## config.mk

```make
export PLATFORM = sky130hd
export DESIGN_NAME = mipsCore
export DESIGN_NICKNAME = d
export VERILOG_FILES = /design/src/verilog/mipsIsaPkg.sv /design/src/verilog/mipsPipePkg.sv /design/src/verilog/fetchUnit.sv /design/src/verilog/decodeUnit.sv /design/src/verilog/regFile.sv /design/src/verilog/executeUnit.sv /design/src/verilog/mipsCore.sv
export VERILOG_INCLUDE_DIRS = /design/src /design/src/verilog
export SDC_FILE = /design/constraint.sdc
export NUM_CORES = 2
export LEC_CHECK = 0
export ABC_AREA = 1
export BUFFER_PORTS_ARGS = -buffer_cell sky130_fd_sc_hd__buf_2
export CAP_MARGIN = 20
export CELL_PAD_IN_SITES_DETAIL_PLACEMENT = 1
export CELL_PAD_IN_SITES_GLOBAL_PLACEMENT = 1
export CORE_AREA = 4 4 335 584
export DETAILED_ROUTE_END_ITERATION = 8
export DIE_AREA = 0 0 339 588
export PLACE_DENSITY_LB_ADDON = 0.2
export SKIP_LAST_GASP = 1
export SYNTH_ARGS = -nofsm -noshare
export SYNTH_HDL_FRONTEND = slang
export SYNTH_HIERARCHICAL = 1
export SYNTH_SLANG_ARGS = --single-unit
export TNS_END_PERCENT = 20
```

## constraint.sdc

```tcl
create_clock -name clk -period 5.25 [get_ports clk]
set_input_delay 0.2625 -clock clk [delete_from_list [all_inputs] [get_ports clk]]
set_output_delay 0.2625 -clock clk [all_outputs]
set_load 0.1 [all_outputs]
```

## src/verilog/mips_cfg.svh

```systemverilog
/*
 * core configuration macros
 * datapath and address widths, register count, reset pc
 */
`ifndef MIPS_CFG_SVH
`define MIPS_CFG_SVH

// ==============================
// datapath
// ==============================
`define MIPS_DATA_W    32              // register and alu width
`define MIPS_REG_CNT   32              // architectural registers incl. r0

// ==============================
// instruction fetch
// ==============================
`define MIPS_ADDR_W    32              // byte address, word aligned
`define MIPS_RESET_PC  32'h0000_0000   // first address after reset

`endif

```

## src/verilog/mipsIsaPkg.sv

```systemverilog
/*
 * instruction set definitions
 * instruction word layout, opcode and function codes, alu operations
 */
package mipsIsaPkg;

    typedef logic [4:0] regIdx_t;

    // r-type layout; immediate and jump index overlay the low fields
    typedef struct packed {
        logic [5:0] opcode;
        regIdx_t    rs;
        regIdx_t    rt;
        regIdx_t    rd;
        logic [4:0] shamt;
        logic [5:0] funct;
    } instr_t;

    // ==============================
    // opcodes
    // ==============================
    localparam logic [5:0] opRtype = 6'h00;
    localparam logic [5:0] opJ     = 6'h02;
    localparam logic [5:0] opBeq   = 6'h04;
    localparam logic [5:0] opBne   = 6'h05;
    localparam logic [5:0] opAddi  = 6'h08;
    localparam logic [5:0] opAndi  = 6'h0c;
    localparam logic [5:0] opOri   = 6'h0d;

    // function field of r-type
    localparam logic [5:0] fnSll   = 6'h00;
    localparam logic [5:0] fnSrl   = 6'h02;
    localparam logic [5:0] fnAdd   = 6'h20;
    localparam logic [5:0] fnSub   = 6'h22;
    localparam logic [5:0] fnAnd   = 6'h24;
    localparam logic [5:0] fnOr    = 6'h25;
    localparam logic [5:0] fnXor   = 6'h26;
    localparam logic [5:0] fnSlt   = 6'h2a;

    typedef enum logic [2:0] {
        aluAdd, aluSub, aluAnd, aluOr, aluXor, aluSlt, aluSll, aluSrl
    } aluOp_t;

endpackage

```

## src/verilog/mipsPipePkg.sv

```systemverilog
/*
 * pipeline payload types
 * decoded control, decode/execute payload, register write port
 */
`include "mips_cfg.svh"

package mipsPipePkg;

    import mipsIsaPkg::*;

    typedef struct packed {
        aluOp_t aluOp;
        logic   useImm;     // second operand from immediate
        logic   regWrite;
        logic   beq;
        logic   bne;
        logic   jump;
    } ctrl_t;

    // ==============================
    // decode -> execute
    // ==============================
    typedef struct packed {
        logic                    valid;
        ctrl_t                   ctrl;
        regIdx_t                 rs;
        regIdx_t                 rt;
        logic [`MIPS_DATA_W-1:0] rsVal;
        logic [`MIPS_DATA_W-1:0] rtVal;
        logic [`MIPS_DATA_W-1:0] imm;      // already extended
        regIdx_t                 dest;
        logic [4:0]              shamt;
        logic [`MIPS_ADDR_W-1:0] nextPc;   // address after the instruction
        logic [25:0]             jumpIdx;
    } idEx_t;

    typedef struct packed {
        logic                    valid;
        regIdx_t                 dest;
        logic [`MIPS_DATA_W-1:0] data;
    } wbPort_t;

endpackage

```

## src/verilog/fetchUnit.sv

```systemverilog
/*
 * fetch stage
 * program counter and fetch/decode register
 */
`timescale 1ns/1ps
`include "mips_cfg.svh"

module fetchUnit (
    input  logic                    clk,
    input  logic                    rst_n,
    input  logic                    redirect,
    input  logic [`MIPS_ADDR_W-1:0] redirectPc,
    input  mipsIsaPkg::instr_t      instr,
    output logic [`MIPS_ADDR_W-1:0] instrAddr,
    output mipsIsaPkg::instr_t      ifInstr,
    output logic                    ifValid,
    output logic [`MIPS_ADDR_W-1:0] ifNextPc
);

    logic [`MIPS_ADDR_W-1:0] pc;
    logic [`MIPS_ADDR_W-1:0] pcPlus4;

    assign pcPlus4   = pc + `MIPS_ADDR_W'(4);
    assign instrAddr = pc;

    always_ff @(posedge clk or negedge rst_n) begin
        if (!rst_n) begin
            pc      <= `MIPS_RESET_PC;
            ifValid <= 1'b0;
        end else begin
            pc      <= redirect ? {redirectPc[`MIPS_ADDR_W-1:2], 2'b00} : pcPlus4;
            ifValid <= !redirect;   // younger fetch becomes a bubble
        end
    end

    always_ff @(posedge clk) begin
        ifInstr  <= instr;
        ifNextPc <= pcPlus4;
    end

endmodule

```

## src/verilog/decodeUnit.sv

```systemverilog
/*
 * decode stage
 * control generation, immediate extension, decode/execute register
 */
`timescale 1ns/1ps
`include "mips_cfg.svh"

module decodeUnit (
    input  logic                    clk,
    input  logic                    rst_n,
    input  mipsIsaPkg::instr_t      ifInstr,
    input  logic                    ifValid,
    input  logic [`MIPS_ADDR_W-1:0] ifNextPc,
    input  logic                    redirect,
    output mipsIsaPkg::regIdx_t     rsAddr,
    output mipsIsaPkg::regIdx_t     rtAddr,
    input  logic [`MIPS_DATA_W-1:0] rsData,
    input  logic [`MIPS_DATA_W-1:0] rtData,
    output mipsPipePkg::idEx_t      idEx
);

    import mipsIsaPkg::*;
    import mipsPipePkg::*;

    ctrl_t                   ctrl;
    logic [15:0]             imm16;
    logic                    zeroExt;
    logic [`MIPS_DATA_W-1:0] immExt;
    regIdx_t                 dest;

    assign rsAddr = ifInstr.rs;
    assign rtAddr = ifInstr.rt;

    // ==============================
    // control
    // ==============================
    always_comb begin
        ctrl       = '0;    // unknown encodings never write
        ctrl.aluOp = aluAdd;
        case (ifInstr.opcode)
            opRtype: begin
                ctrl.regWrite = 1'b1;
                case (ifInstr.funct)
                    fnAdd:   ctrl.aluOp = aluAdd;
                    fnSub:   ctrl.aluOp = aluSub;
                    fnAnd:   ctrl.aluOp = aluAnd;
                    fnOr:    ctrl.aluOp = aluOr;
                    fnXor:   ctrl.aluOp = aluXor;
                    fnSlt:   ctrl.aluOp = aluSlt;
                    fnSll:   ctrl.aluOp = aluSll;
                    fnSrl:   ctrl.aluOp = aluSrl;
                    default: ctrl.regWrite = 1'b0;
                endcase
            end
            opAddi: begin
                ctrl.useImm   = 1'b1;
                ctrl.regWrite = 1'b1;
            end
            opAndi: begin
                ctrl.aluOp    = aluAnd;
                ctrl.useImm   = 1'b1;
                ctrl.regWrite = 1'b1;
            end
            opOri: begin
                ctrl.aluOp    = aluOr;
                ctrl.useImm   = 1'b1;
                ctrl.regWrite = 1'b1;
            end
            opBeq:   ctrl.beq  = 1'b1;
            opBne:   ctrl.bne  = 1'b1;
            opJ:     ctrl.jump = 1'b1;
            default: ;
        endcase
    end

    // logical immediates are zero-extended
    assign imm16   = {ifInstr.rd, ifInstr.shamt, ifInstr.funct};
    assign zeroExt = (ifInstr.opcode == opAndi) || (ifInstr.opcode == opOri);
    assign immExt  = zeroExt ? {{(`MIPS_DATA_W-16){1'b0}}, imm16}
                             : {{(`MIPS_DATA_W-16){imm16[15]}}, imm16};
    assign dest    = (ifInstr.opcode == opRtype) ? ifInstr.rd : ifInstr.rt;

    // ==============================
    // decode/execute register
    // ==============================
    always_ff @(posedge clk or negedge rst_n) begin
        if (!rst_n) begin
            idEx <= '0;
        end else begin
            idEx.valid   <= ifValid && !redirect;   // flushed by a taken branch
            idEx.ctrl    <= ctrl;
            idEx.rs      <= ifInstr.rs;
            idEx.rt      <= ifInstr.rt;
            idEx.rsVal   <= rsData;
            idEx.rtVal   <= rtData;
            idEx.imm     <= immExt;
            idEx.dest    <= dest;
            idEx.shamt   <= ifInstr.shamt;
            idEx.nextPc  <= ifNextPc;
            idEx.jumpIdx <= {ifInstr.rs, ifInstr.rt, ifInstr.rd, ifInstr.shamt, ifInstr.funct};
        end
    end

endmodule

```

## src/verilog/regFile.sv

```systemverilog
/*
 * register file
 * two combinational read ports with write bypass, one write port
 */
`timescale 1ns/1ps
`include "mips_cfg.svh"

module regFile (
    input  logic                    clk,
    input  logic                    rst_n,
    input  mipsIsaPkg::regIdx_t     rsAddr,
    input  mipsIsaPkg::regIdx_t     rtAddr,
    output logic [`MIPS_DATA_W-1:0] rsData,
    output logic [`MIPS_DATA_W-1:0] rtData,
    input  mipsPipePkg::wbPort_t    wb
);

    import mipsIsaPkg::*;

    logic [`MIPS_DATA_W-1:0] regs [`MIPS_REG_CNT];

    // r0 reads zero and a same-cycle write passes straight through
    function automatic logic [`MIPS_DATA_W-1:0] readPort(input regIdx_t addr);
        if (addr == '0)
            return '0;
        else if (wb.valid && wb.dest == addr)
            return wb.data;
        else
            return regs[addr];
    endfunction

    always_comb begin
        rsData = readPort(rsAddr);
        rtData = readPort(rtAddr);
    end

    always_ff @(posedge clk or negedge rst_n) begin
        if (!rst_n) begin
            for (int i = 0; i < `MIPS_REG_CNT; i++) begin
                regs[i] <= '0;
            end
        end else if (wb.valid && wb.dest != '0) begin
            regs[wb.dest] <= wb.data;
        end
    end

endmodule

```

## src/verilog/executeUnit.sv

```systemverilog
/*
 * execute stage
 * operand forwarding, alu, branch resolution, execute/writeback register
 */
`timescale 1ns/1ps
`include "mips_cfg.svh"

module executeUnit (
    input  logic                    clk,
    input  logic                    rst_n,
    input  mipsPipePkg::idEx_t      idEx,
    output mipsPipePkg::wbPort_t    wb,
    output logic                    redirect,
    output logic [`MIPS_ADDR_W-1:0] redirectPc
);

    import mipsIsaPkg::*;
    import mipsPipePkg::*;

    logic [`MIPS_DATA_W-1:0] opA;
    logic [`MIPS_DATA_W-1:0] opB;
    logic [`MIPS_DATA_W-1:0] aluB;
    logic [`MIPS_DATA_W-1:0] aluResult;
    logic                    operandsEq;
    logic                    taken;
    logic [`MIPS_ADDR_W-1:0] branchTarget;
    logic [`MIPS_ADDR_W-1:0] jumpTarget;

    // ==============================
    // operand forwarding
    // ==============================
    // newest value comes from the writeback register
    assign opA  = (wb.valid && wb.dest == idEx.rs) ? wb.data : idEx.rsVal;
    assign opB  = (wb.valid && wb.dest == idEx.rt) ? wb.data : idEx.rtVal;
    assign aluB = idEx.ctrl.useImm ? idEx.imm : opB;

    // ==============================
    // alu
    // ==============================
    always_comb begin
        case (idEx.ctrl.aluOp)
            aluAdd:  aluResult = opA + aluB;
            aluSub:  aluResult = opA - aluB;
            aluAnd:  aluResult = opA & aluB;
            aluOr:   aluResult = opA | aluB;
            aluXor:  aluResult = opA ^ aluB;
            aluSlt: begin
                aluResult = ($signed(opA) < $signed(aluB)) ? `MIPS_DATA_W'(1) : '0;
            end
            aluSll:  aluResult = opB << idEx.shamt;   // shifts act on rt
            aluSrl:  aluResult = opB >> idEx.shamt;
            default: aluResult = '0;
        endcase
    end

    // ==============================
    // branch and jump
    // ==============================
    assign operandsEq = (opA == opB);
    assign taken      = idEx.valid && ((idEx.ctrl.beq && operandsEq) ||
                                       (idEx.ctrl.bne && !operandsEq) ||
                                       idEx.ctrl.jump);

    // word offset relative to the next address
    assign branchTarget = idEx.nextPc + {idEx.imm[`MIPS_ADDR_W-3:0], 2'b00};
    assign jumpTarget   = {idEx.nextPc[`MIPS_ADDR_W-1 -: 4], idEx.jumpIdx, 2'b00};

    assign redirect   = taken;   // same-cycle flush of fetch and decode
    assign redirectPc = idEx.ctrl.jump ? jumpTarget : branchTarget;

    // ==============================
    // execute/writeback register
    // ==============================
    always_ff @(posedge clk or negedge rst_n) begin
        if (!rst_n) begin
            wb <= '0;
        end else begin
            wb.valid <= idEx.valid && idEx.ctrl.regWrite && (idEx.dest != '0);
            wb.dest  <= idEx.dest;
            wb.data  <= aluResult;
        end
    end

endmodule

```

## src/verilog/mipsCore.sv

```systemverilog
/*
 * four-stage pipelined integer core
 * fetch, decode, execute and register file wiring
 */
`timescale 1ns/1ps
`include "mips_cfg.svh"

module mipsCore (
    input  logic                    clk,
    input  logic                    rst_n,
    input  mipsIsaPkg::instr_t      instr,
    output logic [`MIPS_ADDR_W-1:0] instrAddr,
    output mipsPipePkg::wbPort_t    wb
);

    import mipsIsaPkg::*;
    import mipsPipePkg::*;

    instr_t                  ifInstr;
    logic                    ifValid;
    logic [`MIPS_ADDR_W-1:0] ifNextPc;
    regIdx_t                 rsAddr;
    regIdx_t                 rtAddr;
    logic [`MIPS_DATA_W-1:0] rsData;
    logic [`MIPS_DATA_W-1:0] rtData;
    idEx_t                   idEx;
    logic                    redirect;       // taken branch or jump
    logic [`MIPS_ADDR_W-1:0] redirectPc;

    fetchUnit i_fetch (
        .clk(clk), .rst_n(rst_n),
        .redirect(redirect), .redirectPc(redirectPc),
        .instr(instr), .instrAddr(instrAddr),
        .ifInstr(ifInstr), .ifValid(ifValid), .ifNextPc(ifNextPc)
    );

    decodeUnit i_decode (
        .clk(clk), .rst_n(rst_n),
        .ifInstr(ifInstr), .ifValid(ifValid), .ifNextPc(ifNextPc),
        .redirect(redirect),
        .rsAddr(rsAddr), .rtAddr(rtAddr), .rsData(rsData), .rtData(rtData),
        .idEx(idEx)
    );

    regFile i_regFile (
        .clk(clk), .rst_n(rst_n),
        .rsAddr(rsAddr), .rtAddr(rtAddr), .rsData(rsData), .rtData(rtData),
        .wb(wb)
    );

    executeUnit i_execute (
        .clk(clk), .rst_n(rst_n),
        .idEx(idEx), .wb(wb),
        .redirect(redirect), .redirectPc(redirectPc)
    );

endmodule

```

======== Word level (Yosys, flattened, before mapping) ========
Cells that the tools add are included.
cells by class
  mux-type cells .......................... 30
  eq/ne operators ......................... 25
  shift operators ......................... 2
  magnitude comparators ................... 5
  add/sub/neg operators ................... 4
  bitwise logic cells ..................... 6
  reduce and logical (&&, ||, !) cells .... 26
operators with widths
  operator                                       number
  bitwise mux 1024 bit                           1
  2-to-1 mux 32 bit                              15
  binary-select mux 32 bit (select 5 bit)        2
  case mux 32 bit (8 select lines)               1
  demux 32 bit (select 5 bit)                    1
  adder 32 bit                                   2
  == test 6 bit, second input constant           6
  adder 32 x 3 -> 32 bit, second input constant  1
  AND 32 bit                                     1
  == test 32 bit                                 1
  < comparator 32 bit                            1
  OR 32 bit                                      1
  left shift 32 x 5 -> 32 bit                    1
  right shift 32 x 5 -> 32 bit                   1
  subtractor 32 bit                              1
  XOR 32 bit                                     1
  case mux 3 bit (7 select lines)                1
  == test 5 bit                                  4
  == test 6 x 4 -> 1 bit, second input constant  3
  >= comparator 6 bit, second input constant     3
  inverter 5 -> 6 bit                            3
  == test 3 bit, second input constant           4
  == test 6 x 2 -> 1 bit, second input constant  2
  == test 6 x 3 -> 1 bit, second input constant  2
  other kinds (16)                               39
storage, ports and cells
  input bits .............................. 34
  register bits after elaboration ......... 1342
  output and inout port bits .............. 70
  logic and storage cells ................. 158

======== Logic depth before layout (Yosys ltp) ========
  depth in word-level cells ............... 11
  gate-level depth with buffers ........... 27
  depth with buffers taken out ............ 25

======== Hierarchy ========
Netlist, hierarchy kept.
by module, submodules not included
  module       instances  cells each  area an instance (µm²)
  regFile      1          8879        59515.8
  executeUnit  1          2773        14478.9
  decodeUnit   1          271         4204.0
  fetchUnit    1          365         3350.7

======== Least setup slack after synthesis ========
No wires, ideal clock.
  path type ............................... register -> register
  start point ............................. reg, netlist name i_execute/wb[36]
  end point ............................... reg, netlist name i_execute/wb[12]
  required time ........................... 5119 ps
  clock period less this slack ............ 3973 ps
  stages on the path, launching flop included .. 23
  data arrival time ....................... 3843 ps
  setup slack ............................. 1277 ps
  cells stage by stage .................... dfrtp_1 -> nor2_1 -> nor2_2 -> nand3_2 -> buf_6 -> o21ai_2 -> nand2_1 -> o21ai_0 -> ha_1 -> inv_1 -> fa_1 -> nand2_1 -> nand2_1 -> o21ai_0 -> o21ai_0 -> nand2_1 -> nand2_1 -> nand2_1 -> nand2_1 -> o21ai_0 -> nand3_1 -> inv_1 -> nand4_1
on the way
  longest elaborated chain between the ends .. 6
ends and longest elaborated chain
  item                                             RTL line           source
  == test 5 bit                                    executeUnit.sv:34  assign opB = (wb.valid && wb.dest == idEx.rt) ? wb.data : idEx.rtVal;
  logical AND 1 bit                                executeUnit.sv:34
  2-to-1 mux 32 bit                                executeUnit.sv:34
  2-to-1 mux 32 bit                                executeUnit.sv:35  assign aluB = idEx.ctrl.useImm ? idEx.imm : opB;
  subtractor 32 bit, or another cell as far along  executeUnit.sv:43  aluSub: aluResult = opA - aluB;
  case mux 32 bit (8 select lines) *               executeUnit.sv:41  case (idEx.ctrl.aluOp)
  net i_execute.aluResult[12]                      executeUnit.sv:23  logic [`MIPS_DATA_W-1:0] aluResult;
Mark *: on every way through the listed nets, which the timed path passes. The rest lies on a longest branch.
A chain may end at the register's enable or synchronous reset.

======== Worst setup path in the final report ========
  start point ............................. reg, netlist name i_execute/wb[35]
  end point ............................... reg, netlist name i_execute/wb[27]
on the way
  longest elaborated chain between the ends .. 6
ends and longest elaborated chain
  item                                             RTL line
  == test 5 bit                                    executeUnit.sv:34
  logical AND 1 bit                                executeUnit.sv:34
  2-to-1 mux 32 bit                                executeUnit.sv:34
  2-to-1 mux 32 bit                                executeUnit.sv:35
  subtractor 32 bit, or another cell as far along  executeUnit.sv:43
  case mux 32 bit (8 select lines) *               executeUnit.sv:41
  net i_execute.aluResult[27]                      executeUnit.sv:23
Marked as above.

==> results by group <==
Floorplan
  – Core Area: approximately 190000 um^2
  – I/O pin cnt: 104
  – Die area: approximately 200000 um^2
  – Rows: 212
  – Die width: 339 um
  – Die Y-Extent: 588 um
  – Starting density of the core: 0.427

Global route
  – First-pass GRT wire length: 599000 um
  – Overall Global Routing Usage: 0.400
  – Gr ovfl total: 0
  – Antenna violations before repair: 28
  – Largest net degree at the start of global routing: 191
  – Vias in the first global route: 90434

Clock tree
  – Post-cts sizing count: 0
  – CTS sink cnt: about 1300
  – Setup bufs post-CTS: 0
  – TritonCTS clock tree: yes
  – CTS Root Cell: clkbuf_16
  – Num CTS Buffers: 144
  – CTS Hold Bufs: 33
  – Worst-path clk slew: 0.07 ns
  – Clock Latency Late Sink: a little over 0.8 ns
  – Clk buf depth: 4
  – H-tree depth: 4

Logic synthesis
  – Mapped Cells: approximately 12000
  – Syn_area_per_cell: around 6.6 um^2
  – Post-synthesis cell area: 81500 um^2
  – Warnings, synthesis: 6

Route
  – DRC: 0
  – Router iterations before antenna repair: 5
  – Via count: 86901
  – Avg WL per Cell: 28.4 um
  – DR vias/cell: between 6 and 7
  – Routed wire length: 409000 um
  – Iter 0 DRT Violations: between 7000 and 8000
  – Post-route ant nets: 0

STA
  – RSZ-0062 raised after global routing: false
  – Hold slack: ~0.047 ns
  – Hold Vio Cnt, Final: 0
  – Fin Setup TNS: 0 ns
  – Final worst path period share: 0.919
  – Tightest Pin Transition: 1.23 ns
  – Fin crit period: 4.82 ns
  – Achievable Freq: 207 MHz
  – Worst slew margin: 0.177
  – Final Skew: 0.0726 ns
  – Final setup viols: 0
  – Max Slew Vio Count: 0

Worst setup path
  – CP Launch Type: register
  – WP data arrival: between 5 and 6 ns
  – Worst Path Required: 5.92 ns
  – RR Endpoint: i_execute/wb[27]
  – Crit path max fanout: 38
  – Critical Path End Type: register
  – Reg2reg start: i_execute/wb[35]
  – Worst reg-to-reg path cell count: 21
  – Worst Setup Path Type: register to register
  – R2r setup slk: 0.43 ns

Flow run
  – Max cap viols: 0

Finish
  – Leading cell type in the layout, fill and taps excluded: nand2_1
  – Area growth, synth to finish: 9.03%
  – Most frequent cells in the layout: 3940 x nand2_1, 1799 x nand3_1, 1318 x inv_1, 1253 x o21ai_0, 1225 x dfrtp_1
  – Nets: between 10000 and 15000
  – Layout cell share with drive strength beyond 1: 0.0686

Status
  – Status: completed

Place
  – Gpl congestion: 1.03
  – Dpl hpwl: roughly 260000 um
  – IO buf count: 101

Power and ir drop
  – Pwr dens: ~380 nW/um^2
  – Leak Pwr: 0.0442 uW
  – Peak VDD IR: ~0.42 mV

Min path
  – Hold crit path type: primary input to asynchronous set/reset pin
layout make-up:
cell class | count | area (um^2)
clock inverter | 56 | 687
tap | 2461 | 3080
clock buffer | 190 | 4030
multi-input combinational | 8666 | 40700
antenna | 10 | 25.0
timing repair buffer | 379 | 3180
inverter | 1364 | 5160
fill | 24824 | 102000
sequential | 1290 | 32000
registers in the layout, indices dropped and copies added (netlist names):
register and flops:
i_fetch/instrAddr 30, i_fetch/ifInstr 32, i_fetch/ifValid 1, i_execute/wb 38
i_decode/idEx 135, i_fetch/ifNextPc 30, i_regFile/regs 1024
layer usage:
metal / routed length [um] / vias up / share of wire / GRT usage
li1: - / 38331 / - / -
met1: 148000 / 43351 / 0.36 / 0.447
met2: 194000 / 3716 / 0.47 / 0.671
met3: 28900 / 1489 / 0.071 / 0.0736
met4: 38300 / 14 / 0.094 / 0.318
met5: 95 / - / 0.00023 / 0
how the worst max path moves through the flow:
stage                     start               end  slack [ns]  depth (start not counted)
6_report       i_execute/wb[35]  i_execute/wb[27]        0.43                         21
5_1_grt        i_execute/wb[35]  i_execute/wb[27]        0.29                         21
4_1_cts        i_execute/wb[34]  i_execute/wb[31]        0.74                         22
3_5_place_dp   i_execute/wb[34]  i_execute/wb[31]        0.74                         19
3_3_place_gp   i_execute/wb[34]  i_execute/wb[25]        0.78                         22
2_1_floorplan  i_execute/wb[36]  i_execute/wb[12]        1.28                         22
worst max-delay path, stage by stage, from the launching register on:
cell and delay [ns]:
dfrtp_1 0.62, inv_2 0.07, nand2_1 0.07, nand2_1 0.06, nor2_2 0.22, nand3_4 0.12, buf_12 0.19, buf_12 0.21
nand2_1 0.09, o21ai_1 0.08, nand2_1 0.06, o21ai_0 0.12, ha_1 0.58, nand2_1 0.28, nor2_1 0.23, inv_1 0.10
nor3_1 0.85, nand4_1 0.35, nand2_1 0.16, nand2_1 0.05, nand3_1 0.08, nand4_1 0.09
per-stage QoR:
stage | area, um^2 | util | instances | power [uW] | worst slack [ns]
6_report | 88800 | 0.466 | 14416 | 34000 | 0.427
5_1_grt | 88800 | 0.466 | 14407 | 35500 | 0.291
4_1_cts | 88800 | 0.466 | 14405 | 34000 | 0.745
3_5_place_dp | 83700 | 0.439 | 14126 | 23400 | 0.737
3_3_place_gp | 83700 | 0.439 | 14124 | 23100 | 0.778
2_1_floorplan | 81500 | - | 12281 | 18900 | 1.28
power by group:
| part | leakage (uW) | switching (uW) | internal, uW | total, uW |
|---|---|---|---|---|
| registers | 0.0172 | 1030 | 11000 | 12000 |
| clock network | 0.00233 | 4500 | 6060 | 10600 |
| logic | 0.0247 | 8940 | 2530 | 11500 |
| total | 0.0442 | 14500 | 19600 | 34000 |
(Power assumes the default switching activity.)
